--- config.mk ---
export PLATFORM = sky130hd
export DESIGN_NAME = lane_lock_top
export DESIGN_NICKNAME = d
export VERILOG_FILES = /design/src/design/lane_lock_pkg.sv /design/src/design/link_timer.sv /design/src/design/lane_sync_in.sv /design/src/design/lock_manager.sv /design/src/design/cdr_mode_ctrl.sv /design/src/design/lane_lock_top.sv
export VERILOG_INCLUDE_DIRS = /design/src /design/src/design
export SDC_FILE = /design/constraint.sdc
export NUM_CORES = 1
export LEC_CHECK = 0
export BUFFER_PORTS_ARGS = -buffer_cell sky130_fd_sc_hd__buf_2
export CAP_MARGIN = 20
export CORE_MARGIN = 4
export CORE_UTILIZATION = 42
export CTS_CLUSTER_DIAMETER = 100
export DETAILED_ROUTE_END_ITERATION = 6
export HOLD_SLACK_MARGIN = 0.08
export SLEW_MARGIN = 20
export SYNTH_ARGS = -nofsm -noshare
export SYNTH_HDL_FRONTEND = slang
export SYNTH_SLANG_ARGS = --single-unit
--- constraint.sdc ---
create_clock -name ctrl_clk -period 2.4 [get_ports ctrl_clk]
set_clock_uncertainty 0.05 [all_clocks]
set_input_delay 0.48 -clock ctrl_clk [delete_from_list [all_inputs] [get_ports ctrl_clk]]
set_output_delay 0.48 -clock ctrl_clk [all_outputs]
set_load 0.01 [all_outputs]
--- src/design/lane_lock_config.svh ---
// Lane lock timing constants; include wherever a block needs a strobe tap or count
`ifndef LANE_LOCK_CONFIG_SVH
`define LANE_LOCK_CONFIG_SVH

// Control clocks per base strobe, stands in for the 1 us base
`define LL_TICK_DIV      16
// Strobes in the timing family, each twice the period of the one below
`define LL_PULSE_W       8

// Debounce mask after a lock has been seen, 128 cycles
`define LL_DEBOUNCE_TAP  3
// Separate initial quiet time from power-up, 32 cycles
`define LL_IQUIET_WAIT   1
`define LL_IQUIET_TAP    1
// Two-strobe delay before the first normal mode request
`define LL_ILOCK_WAIT    1
`define LL_ILOCK_TAP     1

// Signal detect window, 64 cycles
`define LL_WIN_TAP       2
// Non-idle cycles per window that count as signal, half the window
`define LL_SIG_MIN       32
`define LL_INTG_W        7

// Lane master settling time for a CDR mode change
`define LL_SETTLE_CYC    6

`endif

--- src/design/lane_lock_pkg.sv ---
// Shared types of the lane lock manager; import into any block that carries them
`include "lane_lock_config.svh"

package lane_lock_pkg;

    // Timing strobe family, bit k every LL_TICK_DIV * 2**k cycles
    typedef logic [`LL_PULSE_W-1:0] pulse_t;

    // Non-idle cycle count within one window
    typedef logic [`LL_INTG_W-1:0] intg_t;

    // Lane master settling countdown
    typedef logic [2:0] settle_t;

    // Lock FSM states
    typedef enum logic [2:0] {
        req_l2r = 3'd0,
        qpkdet  = 3'd1,
        winrst  = 3'd2,
        wincnt  = 3'd3,
        iplck1  = 3'd4,
        iplck2  = 3'd5,
        req_nrm = 3'd6,
        cdr_nrm = 3'd7
    } lock_state_e;

endpackage

--- src/design/link_timer.sv ---
// Link timer; free-running source of the doubling timing strobes for the lock manager
`timescale 1ns/1ns
`include "lane_lock_config.svh"

module link_timer import lane_lock_pkg::*; (
    input  logic   ctrl_clk,
    input  logic   ctrl_srst_n,
    output pulse_t timing_pulse
);

    localparam int PRESC_W = $clog2(`LL_TICK_DIV);

    // Prescaler, wraps every LL_TICK_DIV cycles
    logic [PRESC_W-1:0] presc;
    logic               tick;

    // Binary divider, one bit fewer than the strobe family
    // Bit 0 of the family is the prescaler tick itself
    logic [`LL_PULSE_W-2:0] div;

    // Rollover chain, bit k set when div[k-1:0] all wrap on this tick
    pulse_t carry;

    assign tick = (presc == PRESC_W'(`LL_TICK_DIV - 1));

    always_comb begin
        carry[0] = tick;
        for (int k = 1; k < `LL_PULSE_W; k++) begin
            carry[k] = carry[k-1] & div[k-1];
        end
    end

    always_ff @(posedge ctrl_clk or negedge ctrl_srst_n) begin
        if (!ctrl_srst_n) begin
            presc <= '0;
        end else if (tick) begin
            presc <= '0;
        end else begin
            presc <= presc + 1'b1;
        end
    end

    // Divider advances once per prescaler wrap
    always_ff @(posedge ctrl_clk or negedge ctrl_srst_n) begin
        if (!ctrl_srst_n) begin
            div <= '0;
        end else if (tick) begin
            div <= div + 1'b1;
        end
    end

    // Registered strobes, clean single cycles
    always_ff @(posedge ctrl_clk or negedge ctrl_srst_n) begin
        if (!ctrl_srst_n) begin
            timing_pulse <= '0;
        end else begin
            timing_pulse <= carry;
        end
    end

endmodule

--- src/design/lane_sync_in.sv ---
// Input side; brings receiver idle and link-up into the control clock and flags link loss
`timescale 1ns/1ns

module lane_sync_in (
    input  logic ctrl_clk,
    input  logic ctrl_srst_n,
    input  logic rx_idle,
    input  logic sync,
    output logic rx_idle_sync,
    output logic sync_fall
);

    // Two-flop synchronizer for the transceiver idle flag
    logic [1:0] idle_q;

    // Link-up history, newest in bit 0
    logic [2:0] sync_q;

    // Idle assumed until the first real sample arrives
    always_ff @(posedge ctrl_clk or negedge ctrl_srst_n) begin
        if (!ctrl_srst_n) begin
            idle_q <= 2'b11;
        end else begin
            idle_q <= {idle_q[0], rx_idle};
        end
    end

    assign rx_idle_sync = idle_q[1];

    // Link-up treated as down out of reset, so no false fall
    always_ff @(posedge ctrl_clk or negedge ctrl_srst_n) begin
        if (!ctrl_srst_n) begin
            sync_q    <= 3'b000;
            sync_fall <= 1'b0;
        end else begin
            sync_q    <= {sync_q[1:0], sync};
            // Falling edge seen between the two oldest stages
            sync_fall <= sync_q[2] & ~sync_q[1];
        end
    end

endmodule

--- src/design/lock_manager.sv ---
// Lane lock manager FSM; decides when the CDR leaves and returns to lock-to-reference
`timescale 1ns/1ns
`include "lane_lock_config.svh"

module lock_manager import lane_lock_pkg::*; (
    input  logic   ctrl_clk,
    input  logic   ctrl_srst_n,
    input  pulse_t timing_pulse,
    input  logic   rx_idle_sync,
    input  logic   sync_fall,
    input  logic   calib_sync_hold,
    input  logic   lock_ack,
    output logic   lock_req
);

    lock_state_e state, state_nx;

    // Non-idle cycles seen in the current window
    intg_t intg, intg_nx;

    // Set until the CDR has reached normal mode once
    logic never_locked, never_locked_nx;

    logic lock_req_nx;

    // Qualified strobes
    logic tp_mask;
    logic tp_win;
    logic tp_lckdly;
    logic min_signal;

    // Shorter quiet time only before the first lock
    always_comb begin
        if (never_locked && (`LL_IQUIET_WAIT == 1)) begin
            tp_mask = timing_pulse[`LL_IQUIET_TAP];
        end else begin
            tp_mask = timing_pulse[`LL_DEBOUNCE_TAP];
        end
    end

    assign tp_win     = timing_pulse[`LL_WIN_TAP];
    assign tp_lckdly  = timing_pulse[`LL_ILOCK_TAP];
    assign min_signal = (intg >= intg_t'(`LL_SIG_MIN));

    always_comb begin
        state_nx = state;
        case (state)
            // Wait for lock-to-reference to be applied, then mask
            req_l2r: if (lock_ack && tp_mask) state_nx = qpkdet;
            // Peak detector ignored for one mask period
            qpkdet:  if (tp_mask) state_nx = winrst;
            winrst:  state_nx = wincnt;
            wincnt: begin
                // Window boundary wins over the threshold
                if (tp_win) begin
                    state_nx = winrst;
                end else if (min_signal && (`LL_ILOCK_WAIT == 0)) begin
                    state_nx = req_nrm;
                end else if (min_signal) begin
                    state_nx = iplck1;
                end
            end
            iplck1:  if (tp_lckdly) state_nx = iplck2;
            iplck2:  if (tp_lckdly) state_nx = req_nrm;
            req_nrm: if (!lock_ack) state_nx = cdr_nrm;
            // Link loss drops back, except during receiver calibration
            cdr_nrm: if (sync_fall && !calib_sync_hold) state_nx = req_l2r;
            default: state_nx = req_l2r;
        endcase
    end

    // Request moves together with entry into a request state
    always_comb begin
        lock_req_nx = lock_req;
        if (state_nx == req_l2r) begin
            lock_req_nx = 1'b1;
        end else if (state_nx == req_nrm) begin
            lock_req_nx = 1'b0;
        end
    end

    // Integrator cleared per window, counts non-idle cycles
    always_comb begin
        intg_nx = intg;
        if (state_nx == winrst) begin
            intg_nx = '0;
        end else if (state_nx == wincnt && !rx_idle_sync) begin
            intg_nx = intg + 1'b1;
        end
    end

    assign never_locked_nx = (state_nx == cdr_nrm) ? 1'b0 : never_locked;

    always_ff @(posedge ctrl_clk or negedge ctrl_srst_n) begin
        if (!ctrl_srst_n) begin
            state        <= req_l2r;
            lock_req     <= 1'b1;
            intg         <= '0;
            never_locked <= 1'b1;
        end else begin
            state        <= state_nx;
            lock_req     <= lock_req_nx;
            intg         <= intg_nx;
            never_locked <= never_locked_nx;
        end
    end

endmodule

--- src/design/cdr_mode_ctrl.sv ---
// Lane master model; applies requested CDR lock modes after settling and acknowledges them
`timescale 1ns/1ns
`include "lane_lock_config.svh"

module cdr_mode_ctrl import lane_lock_pkg::*; (
    input  logic ctrl_clk,
    input  logic ctrl_srst_n,
    input  logic lock_req,
    output logic lock_ack,
    output logic cdr_lock_to_ref,
    output logic mode_applied
);

    // Last request seen, used to spot a new transaction
    logic req_q;
    logic req_chg;

    // Mode currently applied to the CDR, 1 is lock-to-reference
    logic mode_q;

    // Settling countdown, zero when idle
    settle_t settle_cnt;
    logic    settle_done;

    assign req_chg     = (lock_req != req_q);
    assign settle_done = (settle_cnt == settle_t'(1));

    always_ff @(posedge ctrl_clk or negedge ctrl_srst_n) begin
        if (!ctrl_srst_n) begin
            req_q <= 1'b1;
        end else begin
            req_q <= lock_req;
        end
    end

    // Any request change restarts the settle time
    always_ff @(posedge ctrl_clk or negedge ctrl_srst_n) begin
        if (!ctrl_srst_n) begin
            settle_cnt <= '0;
        end else if (req_chg) begin
            settle_cnt <= settle_t'(`LL_SETTLE_CYC - 1);
        end else if (settle_cnt != '0) begin
            settle_cnt <= settle_cnt - 1'b1;
        end
    end

    // Apply at the end of settling
    // A request that came back to the old mode leaves the CDR untouched
    always_ff @(posedge ctrl_clk or negedge ctrl_srst_n) begin
        if (!ctrl_srst_n) begin
            mode_q       <= 1'b1;
            mode_applied <= 1'b0;
        end else begin
            mode_applied <= 1'b0;
            if (settle_done && !req_chg && (req_q != mode_q)) begin
                mode_q       <= req_q;
                mode_applied <= 1'b1;
            end
        end
    end

    // Acknowledge echoes the mode now in force
    assign lock_ack        = mode_q;
    assign cdr_lock_to_ref = mode_q;

endmodule

--- src/design/lane_lock_top.sv ---
// Lane lock top level; timer, input side, lock FSM and CDR mode control wired together
`timescale 1ns/1ns

module lane_lock_top import lane_lock_pkg::*; (
    input  logic ctrl_clk,
    input  logic ctrl_srst_n,
    input  logic rx_idle,
    input  logic sync,
    input  logic calib_sync_hold,
    output logic cdr_lock_to_ref,
    output logic mode_applied
);

    pulse_t timing_pulse;
    logic   rx_idle_sync;
    logic   sync_fall;

    // Level request and acknowledge with the lane master
    logic   lock_req;
    logic   lock_ack;

    link_timer u_link_timer (
        .ctrl_clk     (ctrl_clk),
        .ctrl_srst_n  (ctrl_srst_n),
        .timing_pulse (timing_pulse)
    );

    lane_sync_in u_lane_sync_in (
        .ctrl_clk     (ctrl_clk),
        .ctrl_srst_n  (ctrl_srst_n),
        .rx_idle      (rx_idle),
        .sync         (sync),
        .rx_idle_sync (rx_idle_sync),
        .sync_fall    (sync_fall)
    );

    lock_manager u_lock_manager (
        .ctrl_clk        (ctrl_clk),
        .ctrl_srst_n     (ctrl_srst_n),
        .timing_pulse    (timing_pulse),
        .rx_idle_sync    (rx_idle_sync),
        .sync_fall       (sync_fall),
        .calib_sync_hold (calib_sync_hold),
        .lock_ack        (lock_ack),
        .lock_req        (lock_req)
    );

    cdr_mode_ctrl u_cdr_mode_ctrl (
        .ctrl_clk        (ctrl_clk),
        .ctrl_srst_n     (ctrl_srst_n),
        .lock_req        (lock_req),
        .lock_ack        (lock_ack),
        .cdr_lock_to_ref (cdr_lock_to_ref),
        .mode_applied    (mode_applied)
    );

endmodule

==> Word-level counts from Yosys, hierarchy flattened <==
Index checks and enable logic that the tools add are counted.
{ "word_totals": {"regBits": 39, "in_bits": 5, "output_inout_bits": 2} }
{ "classes": {"addsub": 4, "n_lt_le_gt_ge": 1, "n_eq_ne": 15, "muxes": 18, "bitwise_logic": 5, "reduce_logical": 14} }
{ "op_table": {"columns": ["operator", "count"], "rows": [
  ["3-bit 2-to-1 mux", 10],
  ["3-bit case mux with 8 select lines", 1],
  ["3-bit == test (second input constant)", 6],
  ["7-bit by 1-bit adder with 7-bit output (second input constant)", 2],
  ["7-bit 2-to-1 mux", 2],
  ["3-bit by 2-bit == test with 1-bit output (second input constant)", 4],
  ["7-bit by 6-bit greater-or-equal comparator with 1-bit output (second input constant)", 1],
  ["3-bit by 1-bit == test with 1-bit output (second input constant)", 2],
  ["3-bit zero test", 2],
  ["2-bit nonzero test", 3],
  ["1-bit logical AND", 5],
  ["4-bit by 1-bit adder with 4-bit output (second input constant)", 1],
  ["1-bit AND", 4],
  ["4-bit == test (second input constant)", 1],
  ["1-bit 2-to-1 mux", 4],
  ["4-bit 2-to-1 mux", 1],
  ["1-bit zero test", 3],
  ["3-bit nonzero test", 1],
  ["3-bit by 1-bit subtractor with 3-bit output (second input constant)", 1],
  ["1-bit != test", 2],
  ["1-bit NOT", 1]
]} }

==> Depth between registers and ports, before layout <==
{ "logic_depth": {"word_depth": 8, "mapped_depth": 7} }

==> Hierarchy <==
From an unflattened synthesis, not the netlist that was laid out.
{ "hier_totals": {"hier_cells": 170, "area_unflattened_um2": 1999.4} }
{ "modules_own_cells": {"columns": ["module", "n_inst", "cells_per_inst", "area_each_um2"], "rows": [
  ["lock_manager", 1, 82, 800.8],
  ["link_timer", 1, 52, 715.7],
  ["cdr_mode_ctrl", 1, 29, 316.6],
  ["lane_sync_in", 1, 7, 166.4]
]} }

==> Least setup slack after synthesis <==
No wires, ideal clock.
{ "synth_path": {"path_kind": "reg2reg", "start": "register u_lock_manager.intg[5]", "end": "register u_lock_manager.intg[5]", "setup_time_ns": 0.087, "t_arrival_ns": 1.634, "required_ns": 2.263, "setup_slack_ns": 0.629, "stages_incl_launch_ff": 7, "n_path_buf": 1, "period_less_slack_ns": 1.771, "cell_sequence": "dfrtp_1 o21ba_1 a211o_1 and2_4 buf_6 or3_1 o211ai_1"} }
{ "synth_between": {"elab_chain_len": 7, "word_cells_on_any_way": 11, "classes_between": "add/sub: 1; order compare: 1; eq/ne: 2; mux: 5; reduce/logical: 2"} }
{ "synth_lines": {"columns": ["item", "line", "source"], "rows": [
  ["start: declaration", "lock_manager.sv:19", "intg_t intg, intg_nx;"],
  ["start signal: assignment", "lock_manager.sv:103", "intg <= intg_nx;"],
  ["7-bit by 6-bit greater-or-equal comparator with 1-bit output", "lock_manager.sv:43", "assign min_signal = (intg >= intg_t'(`LL_SIG_MIN));"],
  ["3-bit 2-to-1 mux", "lock_manager.sv:59", "end else if (min_signal) begin"],
  ["3-bit 2-to-1 mux", "lock_manager.sv:55", "if (tp_win) begin"],
  ["3-bit case mux with 8 select lines", "lock_manager.sv:47", "case (state)"],
  ["3-bit by 2-bit == test with 1-bit output", "lock_manager.sv:87", "end else if (state_nx == wincnt && !rx_idle_sync) begin"],
  ["1-bit logical AND", "lock_manager.sv:87", null],
  ["2-bit nonzero test (no line)", null, null]
]} }
Several ways; a longest one is shown, not always the timed one. The select of a mux whose other input is x is not followed.
A chain may end at the register's enable or synchronous reset.

==> Final worst setup path <==
{ "layout_path": {"start": "register u_lock_manager.state[0]", "end": "register u_lock_manager.intg[3]"} }
{ "layout_between": {"elab_chain_len": 6, "word_cells_on_any_way": 22, "classes_between": "eq/ne: 9; mux: 10; reduce/logical: 3"} }
{ "layout_lines": {"columns": ["item", "line", "source"], "rows": [
  ["start: declaration", "lock_manager.sv:16", "lock_state_e state, state_nx;"],
  ["start signal: assignment", "lock_manager.sv:96", "state <= req_l2r;"],
  ["start signal: assignment", "lock_manager.sv:101", "state <= state_nx;"],
  ["3-bit 2-to-1 mux", "lock_manager.sv:59", null],
  ["3-bit 2-to-1 mux", "lock_manager.sv:55", null],
  ["3-bit case mux with 8 select lines *", "lock_manager.sv:47", null],
  ["3-bit by 2-bit == test with 1-bit output", "lock_manager.sv:87", null],
  ["1-bit logical AND", "lock_manager.sv:87", null],
  ["2-bit nonzero test (no line)", null, null]
]} }
Every way passes the cells marked *; elsewhere a longest branch is shown, timed or not.

==> reports/qor.yml <==
wl_mm: 2.87
synth_area_leaders: "dfrtp_1, dfstp_2, ha_1, nand2_1, o21ai_0"
nets: 175
worst_ep_arrival_time_ns: 2.15
fmax_mhz: 491
h-tree-depth: 2
remaining_drc_errors: 0
cts_buffers: 5
ctsHoldBuffers: 0
cp.required_ns: 2.52
cellPowerDensity_nw_per_um2: 1170
dp.cells: 205
hold_violations: 0
cts.sinks: 34
portBuffers: 6
drt-initial-drc-count: 51
ant_nets: 0
antenna_found_initial: 0
grt_pass1_vias: 1193
worst-path-max-fanout: 11
design.core.area_sq_um: 3740
wl_per_cell_um: 13.5
final_common_cell: "dfrtp_1"
clkSlewWorstSetupHoldPaths_ns: 0.08
synth.ff_latch_count: 34
final_cell_count_no_fill: 213
path_cells: "xnor2_1, o311ai_2, o21ai_2, o311ai_0"
io_pins: 7
start_util: 0.442
via_per_inst: 5.44
ys.flop_type: "dfrtp_1"
fillers: 361
vias: 1158
yosysSeqAreaShare: 0.519
tns_ns: 0
grt-ovfl-total: 0
tightest_slew_ns: 0.829
finalMaxSlewViolations: 0
cts_tree: "yes"
netlist_area_sq_um: 1650
avgSynthCellArea_sq_um: 10.5
wl_met2_mm: 1.35
grt_start_max_net_pins: 35
synth_top_area_frac: 0.424
rsz0062_at_grt: "no"
row_count: 22
period_needed_ns: 2.03
wl_met1_mm: 1.37
cp_top_family: "compound AO/OA/AOI/OAI gates"
post-route-period-util: 0.848
dieArea_sq_um: 5000
syn_inst: 158
endpoint_kind: "flip-flop"
crit_buf_inv: 0
synth-async-reset-ratio: 1.00
hold_path_class: "input port to async pin"
crit_path_max_incr_delay_ns: 0.69
fp.dieH_um: 70.7
finalSetupViolations: 0
worst_path_max_delay_cell: "o311ai_2"
most-common-layout-cells: "dfrtp_1, nand2_1, inv_1, o21ai_0, nor2_1"
outcome: "completed"
root_buffer: "clkbuf_8"
post_cts_buffers: 0
p_leak_nw: 0.837
synth_cell_type_count: 42
max-cap-violations: 0
p_total_mw: 2.16
area_growth_syn_to_layout_pct: 11.5
grt_first_pass_wirelength_mm: 5.30
path_class: "flip-flop to flip-flop"
synth_fp_nets: 169
place.gp.congestion: 0.855
ctsResizeCount: 0
yosysWarnings: 0
drive_gt1_frac: 0.170
die_w_um: 70.7
clock_latency_ns: 0.29
clock_path_buffers: 2
startpoint_type: "flip-flop"
slew_headroom: 0.447
grt.total_usage: 0.133
dp_hpwl_mm: 2.01
yosysTopAreaCell: "dfrtp_1"
top_layer_used: "met4"
synth_edf_count: 0
drtPass1Iterations: 4
antenna_cells: 0
wl_met3_um: 147
ir_worst_vdd_uv: 562
==> sequential cells by signal, summed over array words and instances, names as in the netlist <==
name and count:
u_lock_manager.intg 7, u_link_timer.presc 4, u_cdr_mode_ctrl.settle_cnt 3, u_lane_sync_in.sync_q 3, u_link_timer.div 3, u_link_timer.timing_pulse 3, u_lock_manager.state 3, u_lane_sync_in.idle_q 2
u_cdr_mode_ctrl.cdr_lock_to_ref 1, u_cdr_mode_ctrl.mode_applied 1, u_cdr_mode_ctrl.req_q 1, u_lane_sync_in.sync_fall 1, u_lock_manager.lock_req 1, u_lock_manager.never_locked 1
==> stage by stage <==
stage	hold WS, ns	util	setup WS, ns	area (sq um)
5_1_grt	0.233	0.492	0.171	1840
3_5_place_dp	0.289	0.456	0.341	1710
6_report	0.197	0.492	0.365	1840
4_1_cts	0.226	0.492	0.376	1840
3_3_place_gp	0.294	0.454	0.133	1700
2_1_floorplan	0.134	-	0.629	1650
==> final cells by class <==
cell class / count / area (sq um) / area share
clock buffers: 5 / 68.8 / 0.0373
clock inverters: 3 / 68.8 / 0.0373
inverters: 12 / 45.0 / 0.0244
multi-input cells: 104 / 704 / 0.382
flip-flops and latches: 34 / 858 / 0.466
well taps: 48 / 60.1 / 0.0326
repair buffers: 7 / 37.5 / 0.0204
==> kinds of logic after synthesis <==
| family | share of synthesized area |
|---|---|
| xor gates and xnor gates | 0.0318 |
| AOI/OAI and AO/OA | 0.158 |
| and+or+nand+nor | 0.167 |
| muxes | 0.0197 |
| buffers and inverters | 0.0590 |
| DFF | 0.519 |
| adders and majority gates | 0.0454 |
==> cells in the mapped netlist, drive strengths merged, types with 5 or more instances <==
| library cell | instances |
|---|---|
| dfstp | 6 |
| buf | 6 |
| nand3 | 5 |
| nor2b | 5 |
| inv | 12 |
| nand2 | 14 |
| ha | 6 |
| nor2 | 8 |
| o21ai | 10 |
| dfrtp | 28 |
| o211ai | 6 |
==> where the power goes <==
| group | switching (mW) | internal, mW |
|---|---|---|
| registers | 0.140 | 0.711 |
| clock network | 0.217 | 0.416 |
| logic | 0.371 | 0.306 |
| total | 0.728 | 1.43 |
==> metal layers <==
metal | vias to the layer above | global-route usage
met1 | 566 | 0.176
met2 | 22 | 0.203
met3 | 2 | 0.0440
met5 | - | 0
met4 | 0 | 0.0480
li1 | 568 | -
==> path summary, 6_finish.rpt <==
check	from	cells after the start	slack [ns]	endpoint
hold reg to reg	u_lane_sync_in.sync_q[0]$_DFF_PN0_	0	0.31	u_lane_sync_in.sync_q[1]$_DFF_PN0_
max in group asynchronous	ctrl_srst_n	1	1.63	u_lane_sync_in.sync_q[1]$_DFF_PN0_
setup / recovery	u_lock_manager.state[0]$_DFF_PN0_	4	0.37	u_lock_manager.intg[3]$_DFFE_PN0P_
hold / removal	ctrl_srst_n	1	0.20	u_cdr_mode_ctrl.mode_applied$_DFF_PN0_
min in group ctrl_clk	rx_idle	1	0.25	u_lane_sync_in.idle_q[0]$_DFF_PN1_
setup reg to reg	u_lock_manager.state[0]$_DFF_PN0_	4	0.37	u_lock_manager.intg[3]$_DFFE_PN0P_
(Power assumes the default switching activity.)
